==> src/logic/daq_cmd_pkg.sv <==
package daq_cmd_pkg;

  //////////////////////////////////////////////////////////////////////
  // Sizes
  //////////////////////////////////////////////////////////////////////
  localparam int cmd_width_c     = 16;
  localparam int cmd_depth_c     = 16;
  localparam int num_chn_c       = 64;
  localparam int chn_dac_width_c = 4;
  localparam int vth_width_c     = 10;
  localparam int cmd_ptr_width_c = $clog2(cmd_depth_c);
  localparam int cmd_cnt_width_c = $clog2(cmd_depth_c + 1);
  localparam int chn_idx_width_c = $clog2(num_chn_c);

  //////////////////////////////////////////////////////////////////////
  // Command encodings
  //////////////////////////////////////////////////////////////////////
  // Full-word opcodes
  localparam logic [cmd_width_c-1:0] op_acq_start     = 16'hF0F0;
  localparam logic [cmd_width_c-1:0] op_acq_stop      = 16'hF0F1;
  localparam logic [cmd_width_c-1:0] op_clr_data_fifo = 16'hF0FA;
  localparam logic [cmd_width_c-1:0] op_sc_mode       = 16'hA0A0;
  localparam logic [cmd_width_c-1:0] op_read_mode     = 16'hA0A1;
  localparam logic [cmd_width_c-1:0] op_param_load    = 16'hD0A2;
  localparam logic [cmd_width_c-1:0] op_mode_acq      = 16'hE0A0;
  localparam logic [cmd_width_c-1:0] op_mode_scurve   = 16'hE0A1;
  localparam logic [cmd_width_c-1:0] op_single_chn    = 16'hE0B0;
  localparam logic [cmd_width_c-1:0] op_all_chn       = 16'hE0B1;
  localparam logic [cmd_width_c-1:0] op_src_ctest     = 16'hE0C0;
  localparam logic [cmd_width_c-1:0] op_src_input     = 16'hE0C1;

  // Byte prefixes, argument in the low byte
  localparam logic [7:0] pfx_ctest    = 8'hA1;
  localparam logic [7:0] pfx_read_reg = 8'hA2;
  localparam logic [7:0] pfx_header   = 8'hAB;
  localparam logic [7:0] pfx_sw_gain  = 8'hB3;
  localparam logic [7:0] pfx_test_chn = 8'hE1;
  localparam logic [7:0] pfx_cpt_max  = 8'hE2;

  // ASIC number is A0Bx, tag sits in the argument high nibble
  localparam logic [7:0] pfx_asic_num   = 8'hA0;
  localparam logic [3:0] asic_num_tag_c = 4'hB;

  // Wide prefixes, 10-bit argument
  localparam logic [5:0] pfx_vth0    = 6'h30;
  localparam logic [5:0] pfx_vth1    = 6'h31;
  localparam logic [5:0] pfx_vth2    = 6'h32;
  localparam logic [5:0] pfx_chn_dac = 6'h33;

  localparam logic [15:0] cpt_max_default_c = 16'd10000;

  //////////////////////////////////////////////////////////////////////
  // Types
  //////////////////////////////////////////////////////////////////////
  typedef struct packed {
    logic [7:0] op;
    logic [7:0] arg;
  } cmd_byte_view_t;

  typedef struct packed {
    logic [5:0]             pfx;
    logic [vth_width_c-1:0] arg;
  } cmd_wide_view_t;

  // Same word, decoded either as byte pair or as prefix plus 10-bit field
  typedef union packed {
    cmd_byte_view_t byte_view;
    cmd_wide_view_t wide_view;
  } cmd_word_u;

  typedef struct packed {
    logic acq_on;
    logic clr_data_fifo;
    logic param_load;
  } acq_ctrl_t;

  typedef struct packed {
    logic                   sc_or_read;
    logic [2:0]             asic_num;
    logic [vth_width_c-1:0] vth0;
    logic [vth_width_c-1:0] vth1;
    logic [vth_width_c-1:0] vth2;
    logic [num_chn_c-1:0]   ctest;
    logic [num_chn_c-1:0]   read_reg;
    logic [7:0]             header;
    logic [1:0]             sw_hg;
    logic [1:0]             sw_lg;
  } asic_param_t;

  typedef struct packed {
    logic                       acq_or_sctest;
    logic                       single_or_all;
    logic                       ctest_or_input;
    logic [chn_idx_width_c-1:0] test_chn;
    logic [15:0]                cpt_max;
  } scurve_cfg_t;

endpackage

==> src/logic/cmd_queue.sv <==
`timescale 1ns/10ps

module cmd_queue import daq_cmd_pkg::*; (
  input  logic                   clk,
  input  logic                   reset_n,
  input  logic                   cmd_wr,
  input  logic [cmd_width_c-1:0] cmd_data,
  output logic                   cmd_valid,
  output cmd_word_u              cmd
);

  logic [cmd_width_c-1:0]     mem [cmd_depth_c];
  logic [cmd_ptr_width_c-1:0] wr_ptr;
  logic [cmd_ptr_width_c-1:0] rd_ptr;
  logic [cmd_cnt_width_c-1:0] count;
  logic                       push;
  logic                       pop;

  // Words arriving on a full queue are lost
  assign push = cmd_wr && (count != cmd_cnt_width_c'(cmd_depth_c));

  // cmd_valid doubles as the popped-last-cycle flag
  assign pop = (count != '0) && !cmd_valid;

  //////////////////////////////////////////////////////////////////////
  // Storage and output word
  //////////////////////////////////////////////////////////////////////
  always_ff @(posedge clk) begin
    if (push) begin
      mem[wr_ptr] <= cmd_data;
    end
  end

  always_ff @(posedge clk) begin
    if (pop) begin
      cmd <= mem[rd_ptr];
    end
  end

  //////////////////////////////////////////////////////////////////////
  // Pointers, fill level and strobe
  //////////////////////////////////////////////////////////////////////
  always_ff @(posedge clk or negedge reset_n) begin
    if (!reset_n) begin
      wr_ptr    <= '0;
      rd_ptr    <= '0;
      count     <= '0;
      cmd_valid <= 1'b0;
    end else begin
      cmd_valid <= pop;
      // Depth is a power of two, pointers wrap on their own
      if (push) begin
        wr_ptr <= wr_ptr + 1'b1;
      end
      if (pop) begin
        rd_ptr <= rd_ptr + 1'b1;
      end
      case ({push, pop})
        2'b10:   count <= count + 1'b1;
        2'b01:   count <= count - 1'b1;
        default: count <= count;
      endcase
    end
  end

endmodule

==> src/logic/acq_ctrl_decoder.sv <==
`timescale 1ns/10ps

module acq_ctrl_decoder import daq_cmd_pkg::*; (
  input  logic      clk,
  input  logic      reset_n,
  input  logic      cmd_valid,
  input  cmd_word_u cmd,
  output acq_ctrl_t acq
);

  logic hit_start;
  logic hit_stop;
  logic hit_clr;
  logic hit_load;

  // Full-word matches, only meaningful with the strobe
  assign hit_start = cmd_valid && (cmd == op_acq_start);
  assign hit_stop  = cmd_valid && (cmd == op_acq_stop);
  assign hit_clr   = cmd_valid && (cmd == op_clr_data_fifo);
  assign hit_load  = cmd_valid && (cmd == op_param_load);

  always_ff @(posedge clk or negedge reset_n) begin
    if (!reset_n) begin
      acq <= '0;
    end else begin
      // One-cycle pulses, dropped again on the next edge
      acq.clr_data_fifo <= hit_clr;
      acq.param_load    <= hit_load;

      // Acquisition level
      if (hit_start) begin
        acq.acq_on <= 1'b1;
      end else if (hit_stop) begin
        acq.acq_on <= 1'b0;
      end
    end
  end

endmodule

==> src/logic/asic_param_decoder.sv <==
`timescale 1ns/10ps

module asic_param_decoder import daq_cmd_pkg::*; (
  input  logic        clk,
  input  logic        reset_n,
  input  logic        cmd_valid,
  input  cmd_word_u   cmd,
  output asic_param_t asic
);

  logic [7:0]             op;
  logic [7:0]             arg;
  logic [5:0]             wide_pfx;
  logic [vth_width_c-1:0] wide_arg;

  // Channel number 1..64 picks one bit, 255 optionally selects all
  function automatic logic [num_chn_c-1:0] chn_mask(
    input logic [7:0] sel,
    input logic       allow_all
  );
    logic [num_chn_c-1:0] mask;
    logic [7:0]           idx;
    mask = '0;
    idx  = sel - 8'd1;
    if (sel >= 8'd1 && sel <= 8'(num_chn_c)) begin
      mask[idx[chn_idx_width_c-1:0]] = 1'b1;
    end else if (allow_all && sel == 8'hFF) begin
      mask = '1;
    end
    return mask;
  endfunction

  assign op       = cmd.byte_view.op;
  assign arg      = cmd.byte_view.arg;
  assign wide_pfx = cmd.wide_view.pfx;
  assign wide_arg = cmd.wide_view.arg;

  always_ff @(posedge clk or negedge reset_n) begin
    if (!reset_n) begin
      asic.sc_or_read <= 1'b0;
      asic.asic_num   <= 3'd1;
      asic.vth0       <= 10'd1;
      asic.vth1       <= 10'd1;
      asic.vth2       <= 10'd1;
      asic.ctest      <= '0;
      asic.read_reg   <= '0;
      asic.header     <= 8'h55;
      asic.sw_hg      <= 2'b01;
      asic.sw_lg      <= 2'b01;
    end else if (cmd_valid) begin
      // Slow control or read register
      if (cmd == op_sc_mode) begin
        asic.sc_or_read <= 1'b0;
      end else if (cmd == op_read_mode) begin
        asic.sc_or_read <= 1'b1;
      end

      if (op == pfx_asic_num && arg[7:4] == asic_num_tag_c) begin
        asic.asic_num <= arg[2:0];
      end

      //////////////////////////////////////////////////////////////////
      // Thresholds, shifted out LSB first by the ASIC
      //////////////////////////////////////////////////////////////////
      case (wide_pfx)
        pfx_vth0: asic.vth0 <= {<<{wide_arg}};
        pfx_vth1: asic.vth1 <= {<<{wide_arg}};
        pfx_vth2: asic.vth2 <= {<<{wide_arg}};
        default:  ;
      endcase

      //////////////////////////////////////////////////////////////////
      // Byte commands
      //////////////////////////////////////////////////////////////////
      case (op)
        pfx_ctest: begin
          asic.ctest <= chn_mask(arg, 1'b1);
        end
        pfx_read_reg: begin
          asic.read_reg <= chn_mask(arg, 1'b0);
        end
        pfx_header: begin
          asic.header <= {<<{arg}};
        end
        pfx_sw_gain: begin
          // Bit 0 of each pair goes out first
          asic.sw_hg <= {arg[4], arg[5]};
          asic.sw_lg <= {arg[0], arg[1]};
        end
        default: ;
      endcase
    end
  end

endmodule

==> src/logic/chn_dac_bank.sv <==
`timescale 1ns/10ps

module chn_dac_bank import daq_cmd_pkg::*; (
  input  logic                                 clk,
  input  logic                                 reset_n,
  input  logic                                 cmd_valid,
  input  cmd_word_u                            cmd,
  output logic [num_chn_c*chn_dac_width_c-1:0] chn_dac
);

  logic [chn_dac_width_c-1:0] dac_code [num_chn_c];
  logic                       wr_en;
  logic [chn_idx_width_c-1:0] wr_chn;
  logic [chn_dac_width_c-1:0] wr_code;

  // CC00..CFFF: channel in arg[9:4], code in arg[3:0]
  assign wr_en   = cmd_valid && (cmd.wide_view.pfx == pfx_chn_dac);
  assign wr_chn  = cmd.wide_view.arg[chn_dac_width_c +: chn_idx_width_c];
  assign wr_code = cmd.wide_view.arg[chn_dac_width_c-1:0];

  //////////////////////////////////////////////////////////////////////
  // Per-channel code store
  //////////////////////////////////////////////////////////////////////
  always_ff @(posedge clk or negedge reset_n) begin
    if (!reset_n) begin
      for (int i = 0; i < num_chn_c; i++) begin
        dac_code[i] <= '0;
      end
    end else if (wr_en) begin
      dac_code[wr_chn] <= wr_code;
    end
  end

  // Flatten, channel 0 in the low nibble
  always_comb begin
    for (int i = 0; i < num_chn_c; i++) begin
      chn_dac[i*chn_dac_width_c +: chn_dac_width_c] = dac_code[i];
    end
  end

endmodule

==> src/logic/scurve_decoder.sv <==
`timescale 1ns/10ps

module scurve_decoder import daq_cmd_pkg::*; (
  input  logic        clk,
  input  logic        reset_n,
  input  logic        cmd_valid,
  input  cmd_word_u   cmd,
  output scurve_cfg_t scurve
);

  // Max count table, unknown codes fall back to the default
  function automatic logic [15:0] cpt_max_lookup(input logic [7:0] code);
    case (code)
      8'd0:    return 16'd200;
      8'd1:    return 16'd1000;
      8'd2:    return 16'd2000;
      8'd3:    return 16'd5000;
      8'd4:    return 16'd10000;
      8'd5:    return 16'd20000;
      8'd6:    return 16'd40000;
      8'd7:    return 16'd50000;
      default: return cpt_max_default_c;
    endcase
  endfunction

  always_ff @(posedge clk or negedge reset_n) begin
    if (!reset_n) begin
      scurve.acq_or_sctest  <= 1'b1;
      scurve.single_or_all  <= 1'b1;
      scurve.ctest_or_input <= 1'b1;
      scurve.test_chn       <= '0;
      scurve.cpt_max        <= cpt_max_default_c;
    end else if (cmd_valid) begin
      case (cmd)
        op_mode_acq:    scurve.acq_or_sctest  <= 1'b1;
        op_mode_scurve: scurve.acq_or_sctest  <= 1'b0;
        op_single_chn:  scurve.single_or_all  <= 1'b1;
        op_all_chn:     scurve.single_or_all  <= 1'b0;
        op_src_ctest:   scurve.ctest_or_input <= 1'b1;
        op_src_input:   scurve.ctest_or_input <= 1'b0;
        default: ;
      endcase

      // Channel only matters in single-channel mode
      if (cmd.byte_view.op == pfx_test_chn) begin
        scurve.test_chn <= cmd.byte_view.arg[chn_idx_width_c-1:0];
      end
      if (cmd.byte_view.op == pfx_cpt_max) begin
        scurve.cpt_max <= cpt_max_lookup(cmd.byte_view.arg);
      end
    end
  end

endmodule

==> src/logic/cmd_interpreter_top.sv <==
`timescale 1ns/10ps

module cmd_interpreter_top import daq_cmd_pkg::*; (
  input  logic                                 clk,
  input  logic                                 reset_n,
  input  logic                                 cmd_wr,
  input  logic [cmd_width_c-1:0]               cmd_data,
  output acq_ctrl_t                            acq,
  output asic_param_t                          asic,
  output logic [num_chn_c*chn_dac_width_c-1:0] chn_dac,
  output scurve_cfg_t                          scurve
);

  // Broadcast from the queue to every decoder
  logic      cmd_valid;
  cmd_word_u cmd;

  //////////////////////////////////////////////////////////////////////
  // Command queue
  //////////////////////////////////////////////////////////////////////
  cmd_queue cmd_queue_inst (
    .clk       (clk),
    .reset_n   (reset_n),
    .cmd_wr    (cmd_wr),
    .cmd_data  (cmd_data),
    .cmd_valid (cmd_valid),
    .cmd       (cmd)
  );

  //////////////////////////////////////////////////////////////////////
  // Decoders, each ignores opcodes it does not own
  //////////////////////////////////////////////////////////////////////
  acq_ctrl_decoder acq_ctrl_decoder_inst (
    .clk       (clk),
    .reset_n   (reset_n),
    .cmd_valid (cmd_valid),
    .cmd       (cmd),
    .acq       (acq)
  );

  asic_param_decoder asic_param_decoder_inst (
    .clk       (clk),
    .reset_n   (reset_n),
    .cmd_valid (cmd_valid),
    .cmd       (cmd),
    .asic      (asic)
  );

  chn_dac_bank chn_dac_bank_inst (
    .clk       (clk),
    .reset_n   (reset_n),
    .cmd_valid (cmd_valid),
    .cmd       (cmd),
    .chn_dac   (chn_dac)
  );

  scurve_decoder scurve_decoder_inst (
    .clk       (clk),
    .reset_n   (reset_n),
    .cmd_valid (cmd_valid),
    .cmd       (cmd),
    .scurve    (scurve)
  );

endmodule

==> config.mk <==
export PLATFORM = sky130hd
export DESIGN_NAME = cmd_interpreter_top
export DESIGN_NICKNAME = d
export VERILOG_FILES = /design/src/logic/daq_cmd_pkg.sv /design/src/logic/cmd_queue.sv /design/src/logic/acq_ctrl_decoder.sv /design/src/logic/asic_param_decoder.sv /design/src/logic/chn_dac_bank.sv /design/src/logic/scurve_decoder.sv /design/src/logic/cmd_interpreter_top.sv
export SDC_FILE = /design/constraint.sdc
export NUM_CORES = 1
export LEC_CHECK = 0
export BUFFER_PORTS_ARGS = -buffer_cell sky130_fd_sc_hd__buf_2
export CORE_MARGIN = 4
export CORE_UTILIZATION = 40
export CTS_CLUSTER_SIZE = 16
export DETAILED_ROUTE_END_ITERATION = 16
export GPL_TIMING_DRIVEN = 1
export SLEW_MARGIN = 20
export SYNTH_ARGS = -nofsm -noshare
export SYNTH_HDL_FRONTEND = slang
export SYNTH_SLANG_ARGS = --single-unit
==> constraint.sdc <==
create_clock -name clk -period 4.1 [get_ports clk]
set_input_delay 0.41 -clock clk [delete_from_list [all_inputs] [get_ports clk]]
set_output_delay 0.41 -clock clk [all_outputs]
set_load 0.005 [all_outputs]
==> results.ini, run 1 <==
[floorplanning]
die_w_microns=277.1
coreArea_sq_um=71610
ios=477
dieArea_sq_um=76800
initial_utilization_pct=40.46
dieHeight_microns=277.1
row_count=98

[yosys]
yosys_warnings=0
synth_area_sq_um=28970
synth_cell_type_count=64
async_flop_share_pct=63.29
synthFlopType=dfrtp_1
synth_edf_count=272
syn_area_per_cell_sq_um=15.87
synth_area_leaders=dfrtp_1, edfxtp_1, mux2_2
synth_top_area_share_pct=38.96
synth-seq-cells=741
synth_top_area_cell=dfrtp_1
ys_seq_area_share_pct=68.78
syn_inst=1826

[placed_design]
post-dp-hpwl_microns=58550
gp_congestion=0.8316
postPlaceCellArea_sq_um=32710
numPortBuffers=473

[drt]
vias=18150
drt-initial-drc-count=1524
drt-total-wl_microns=85160
ant_nets=0
drtPass1Iterations=5
viasPerCell=5.418
remaining_drc_errors=0
wl_per_cell_microns=25.43

[critical_path]
r2r_setup_slack_ns=0.96
end_kind=flip-flop
path_class=flip-flop to flip-flop
critPathArrivalTime_ns=3.66
crit_path_start=cmd_queue_inst.cmd[0]
cp-start-kind=flip-flop
required_ns=4.62
crit_fanout=81
worstSetupEndpoint=asic_param_decoder_inst.asic[32]
rr_endpoint=asic_param_decoder_inst.asic[32]
reg2reg_from=cmd_queue_inst.cmd[0]
rr_worst_depth=7

[sta]
setup-tns-final_ns=0
grt_setup_unrepaired=false
period_minus_slack_ns=3.137
setup_viol=0
slew_viol_final=0
hold_viol=0
worst_pin_slew_ns=1.061
skew_ns=0.02860
slew_headroom_pct=29.27
clock.fmax_ghz=0.3188
fin_crit_sh_pct=76.51

[global_route]
grt_busiest_layer=met2
grt_start_max_net_pins=134
antenna_found_initial=11
grt-ovfl-total=0
gr-usage-met2_pct=35.77
track_usage_pct=21.83
grt_pass1_vias=18610
grt_first_pass_wirelength_microns=126700
grt_util_met3_pct=5.665
grtUsageMet1_pct=28.16

[clocking]
cts_tree=built
cts_setup_buffers=0
worstSkewPairLatency_ns=0.62
clk_pin_slew_worst_paths_ns=0.06
cts_sinks=741
root_buffer=clkbuf_16
htree_levels=3
cts_buffers=78
cts_max_path_buffers=3

[cells_and_area]
final_nets=2370
drive_above_1_share_pct=46.47
synthToLayoutAreaGrowth_pct=21.85
fin_area_sq_um=35300
n_fill_cell=6175

[power]
vdd_drop_max_v=0.0003522
power_density_nw_per_um2=626.8
p_leak_nw=16.53

[hold_path]
min_path_cells=1
hp-class=input pin to flip-flop
min_from=cmd_data[2]

[outcome]
outcome=finished, final reports clean

[flow_run]
cap_violations=0

==> sequential cells by signal (all words and copies together) (netlist names) <==
| name | cells |
|---|---|
| cmd_queue_inst.wr_ptr | 4 |
| chn_dac_bank_inst.chn_dac | 256 |
| cmd_queue_inst.cmd | 16 |
| cmd_queue_inst.mem | 256 |
| cmd_queue_inst.rd_ptr | 4 |
| acq_ctrl_decoder_inst.acq | 3 |
| cmd_queue_inst.count | 5 |
| asic_param_decoder_inst.asic | 174 |
| scurve_decoder_inst.scurve | 22 |
| cmd_queue_inst.cmd_valid | 1 |
==> cells by family after synthesis <==
kind of cell / after synthesis / share of synthesized area, %
flops: 741 / 68.78
mux: 393 / 18.38
simple gates: 370 / 6.193
compound gates: 180 / 4.021
buf+inv: 114 / 1.563
fa+ha+maj: 16 / 0.7169
xor+xnor: 11 / 0.3326
other cells: 1 / 0.01294
==> critical path, stage by stage (launching register included) <==
cell and delay, ns:
edfxtp_1 0.35, buf_4 0.77, ha_1 0.43, nor4b_1 0.10
and2_1 0.23, or4_1 0.57, or2_2 0.37, o21ai_0 0.18
==> cell type report <==
type	instances	area [sq um]	share of cell area, %
tap	950	1189	3.367
clock inverter	34	321.6	0.9109
clock buffer	108	2218	6.284
antenna	2	5.005	0.01418
multi-input combinational	973	8691	24.62
timing repair buffer	533	2913	8.251
inverter	8	30.03	0.08506
sequential	741	19930	56.47
==> metrics by stage <==
stage                     power, mW  worst slack (ns)  hold WS, ns  utilization (%)  instances
after detailed placement      15.31            0.9125       0.4654            45.68       3203
after CTS                     22.35            0.9148       0.1362            49.25       3346
after floorplan               12.65             1.031       0.1144                -       1828
after global routing          23.16            0.7335       0.1591            49.29       3347
after global placement        15.17            0.9962       0.4537            45.68       3203
final                         22.13            0.9630       0.1774            49.30       3349
==> metal layers <==
metal	routed length, microns	up-vias
met2	41460	692
li1	-	7778
met5	41	-
met1	34150	9499
met4	3348	6
met3	6166	171
==> cells in the final DEF, fill, tap and decap left out, types with 9 or more instances in the layout <==
cell	instances
buf_2	472
dfrtp_1	449
mux2_2	311
edfxtp_1	272
nand2_1	159
clkbuf_16	81
mux4_2	80
o21ai_0	74
buf_4	53
nor2_1	50
nand3_1	35
a21oi_1	33
nor3_1	25
o211a_1	22
nor2_2	19
dfstp_2	18
clkbuf_1	18
ha_1	15
o22a_1	13
clkinv_2	13
nand2b_1	12
clkbuf_8	9
==> how the worst min path moves through the flow <==
stage / endpoint
after global routing: cmd_queue_inst.mem[0][2]
after detailed placement: asic_param_decoder_inst.asic[30]
final: cmd_queue_inst.mem[0][2]
after global placement: scurve_decoder_inst.scurve[14]
after CTS: cmd_queue_inst.mem[0][2]
after floorplan: acq_ctrl_decoder_inst.acq[0]
==> synthesized netlist by cell type, drive strengths merged, types with 6 or more instances <==
master	count
dfrtp	451
mux2	311
edfxtp	272
nand2	160
clkbuf	81
mux4	80
o21ai	77
nor2	70
nand3	36
nor3	35
a21oi	34
buf	25
o211a	22
dfstp	18
ha	15
o22a	13
nand2b	12
inv	8
o221a	8
xnor2	8
a31oi	7
nor2b	6
==> power by group <==
part	internal, mW	total [mW]	leakage [nW]	switching (mW)
Sequential	8.71	9.63	8.88	0.911
Combinational	2.22	5.49	6.39	3.27
Clock	4.11	7.01	1.26	2.90
Total	15.0	22.1	16.5	7.08
==> repair_timing <==
item / in CTS / in global routing
gates resized for setup: 0 / 0
endpoints found under the hold margin: 52 / 0
hold buffers: 1 / 0
No activity file was read; power rests on OpenSTA's default activity.
==> run 2: changes to the inputs <==
Clock period 4.1 ns to 3.1 ns, I/O delays scaled along.
==> results.ini, run 2 (synthesis gave the netlist of run 1 again) <==
[placed_design]
numPortBuffers=473  ; unchanged
post-dp-hpwl_microns=59590  ; was 58550 microns
gp_congestion=0.8350  ; was 0.8316
detailedPlace.worstSlack_ns=0.4593  ; was 0.9125 ns

[sta]
setup_ws_ns=0.4556  ; was 0.9630 ns
period_minus_slack_ns=2.644  ; was 3.137 ns
slew_headroom_pct=34.00  ; was 29.27%
hold_viol=0  ; unchanged
skew_ns=0.02902  ; was 0.02860 ns
setup-tns-final_ns=0  ; unchanged
clock.fmax_ghz=0.3782  ; was 0.3188 GHz
grt_setup_unrepaired=false  ; unchanged
fin_crit_sh_pct=85.30  ; was 76.51%
worst_pin_slew_ns=0.9825  ; was 1.061 ns
slew_viol_final=0  ; unchanged
setup_viol=0  ; unchanged
hold_ws_ns=0.05664  ; was 0.1774 ns

[power]
intPower_mw=20.65  ; was 15.05 mW
combPwrFrac_pct=26.0  ; was 24.8%
power_density_nw_per_um2=843.5  ; was 626.8 nW/um^2
vdd_drop_max_v=0.0003849  ; was 0.0003522 V
p_clk_share_pct=33.2  ; was 31.7%
p_seq_share_pct=40.8  ; was 43.5%
switchingPower_mw=9.477  ; was 7.082 mW
sw_frac_of_total_pct=31.46  ; was 32.00%
p_leak_nw=16.76  ; was 16.53 nW

[clocking]
cts_sinks=741  ; unchanged
cts_tree=built  ; unchanged
cts_max_path_buffers=3  ; unchanged
cts_resized=0  ; unchanged
cts_setup_buffers=0  ; unchanged
worstSkewPairLatency_ns=0.63  ; was 0.62 ns
clk_pin_slew_worst_paths_ns=0.06  ; about the same
root_buffer=clkbuf_16  ; unchanged
cts_buffers=79  ; was 78
htree_levels=3  ; unchanged
cts_hold_buf=1  ; unchanged

[critical_path]
cp-start-kind=flip-flop  ; unchanged
critPathArrivalTime_ns=3.13  ; was 3.66 ns
path_class=flip-flop to flip-flop  ; unchanged
crit_fanout=9  ; was 81
required_ns=3.59  ; was 4.62 ns
end_kind=flip-flop  ; unchanged

[drt]
dr_wl_met3_microns=5666  ; was 6166 microns
drt-total-wl_microns=86020  ; was 85160 microns
remaining_drc_errors=0  ; unchanged
ant_nets=0  ; unchanged
met1_length_microns=34760  ; was 34150 microns
met2_length_microns=42620  ; was 41460 microns
wl_per_cell_microns=25.47  ; was 25.43 microns
vias=18180  ; was 18150
drt-initial-drc-count=1485  ; was 1524
dr.max_layer_used=met5  ; unchanged
drtPass1Iterations=7  ; was 5
viasPerCell=5.383  ; was 5.418

[floorplanning]
initial_utilization_pct=40.46  ; unchanged
row_count=98  ; unchanged
dieArea_sq_um=76800  ; unchanged
dieHeight_microns=277.1  ; unchanged
ios=477  ; unchanged
die_w_microns=277.1  ; unchanged
coreArea_sq_um=71610  ; unchanged

[global_route]
grt-ovfl-total=0  ; unchanged
grt_pass1_vias=18820  ; was 18610
grt_first_pass_wirelength_microns=128600  ; was 126700 microns
antenna_found_initial=11  ; unchanged
grt_start_max_net_pins=81  ; was 134
track_usage_pct=22.15  ; was 21.83%

[cells_and_area]
drive_above_1_share_pct=47.05  ; was 46.47%
final_nets=2398  ; was 2370
synthToLayoutAreaGrowth_pct=23.29  ; was 21.85%
final_common_cell=buf_2  ; unchanged
layout_common_cells=buf_2, dfrtp_1, mux2_2, edfxtp_1, nand2_1  ; unchanged

[outcome]
outcome=finished, final reports clean  ; unchanged

[flow_run]
cap_violations=0  ; unchanged

[hold_path]
hp-class=input pin to flip-flop  ; unchanged

## run 2: cell types whose count changed in the layout (fill, tap and decap cells not counted), sizes merged
cell      before  now
clkinvlp       0    5
clkbuf       108  103
inv           14   11
clkinv        23   20
buf          532  559
bufinv         5   12
## run 2: through the flow
stage	instances	utilization [%]	cell area, sq um	power, mW
floorplan	1828	-	28980	16.73
global placement	3231	45.97	32920	20.23
detailed placement	3231	45.97	32920	20.40
CTS	3375	49.87	35710	30.45
global route	3375	49.87	35710	31.56
finish	3377	49.88	35720	30.13
## run 2: critical path: stages, from the launching register on
cell      delay, ns
edfxtp_1       0.46
and4bb_2       0.38
nand3_4        0.14
or4_1          0.79
and2b_2        0.39
mux2_2         0.35
## run 2: area by class of cell
type,count,area [sq um]
sequential,741,19930
antenna,2,5.005
clock inverter,40,598.1
clock buffer,103,2188
multi-input combinational,973,8631
tap,950,1189
timing repair buffer,560,3146
inverter,8,30.03
fill,6121,35890
## run 2: power groups by stage
stage,registers (mW),clock network (mW),logic [mW]
6_report,12.3,9.99,7.84
5_1_grt,12.4,10.7,8.44
4_1_cts,12.3,10.2,7.94
3_5_place_dp,12.5,0,7.93
3_3_place_gp,12.4,0,7.84
2_1_floorplan,12.3,0,4.45
## run 2: worst paths after layout
kind / from / end / slack, ns / cells past startpoint
worst max-delay path: cmd_queue_inst.cmd[12] / chn_dac_bank_inst.chn_dac[17] / 0.46 / 5
worst min-delay path: cmd_data[1] / cmd_queue_inst.mem[3][1] / 0.06 / 1
worst max register to register: cmd_queue_inst.cmd[12] / chn_dac_bank_inst.chn_dac[17] / 0.46 / 5
worst min register to register: scurve_decoder_inst.scurve[15] / scurve_decoder_inst.scurve[15] / 0.47 / 2
max in group asynchronous: reset_n / scurve_decoder_inst.scurve[4] / 1.80 / 3
min in group asynchronous: reset_n / asic_param_decoder_inst.asic[64] / 0.26 / 2
## run 2: routing by layer
metal  up-vias  global-route usage, %
li1       7839                      -
met1      9513                  28.84
met2       657                  37.11
met3       161                  4.696
met4         8                  7.655
met5         -                      0
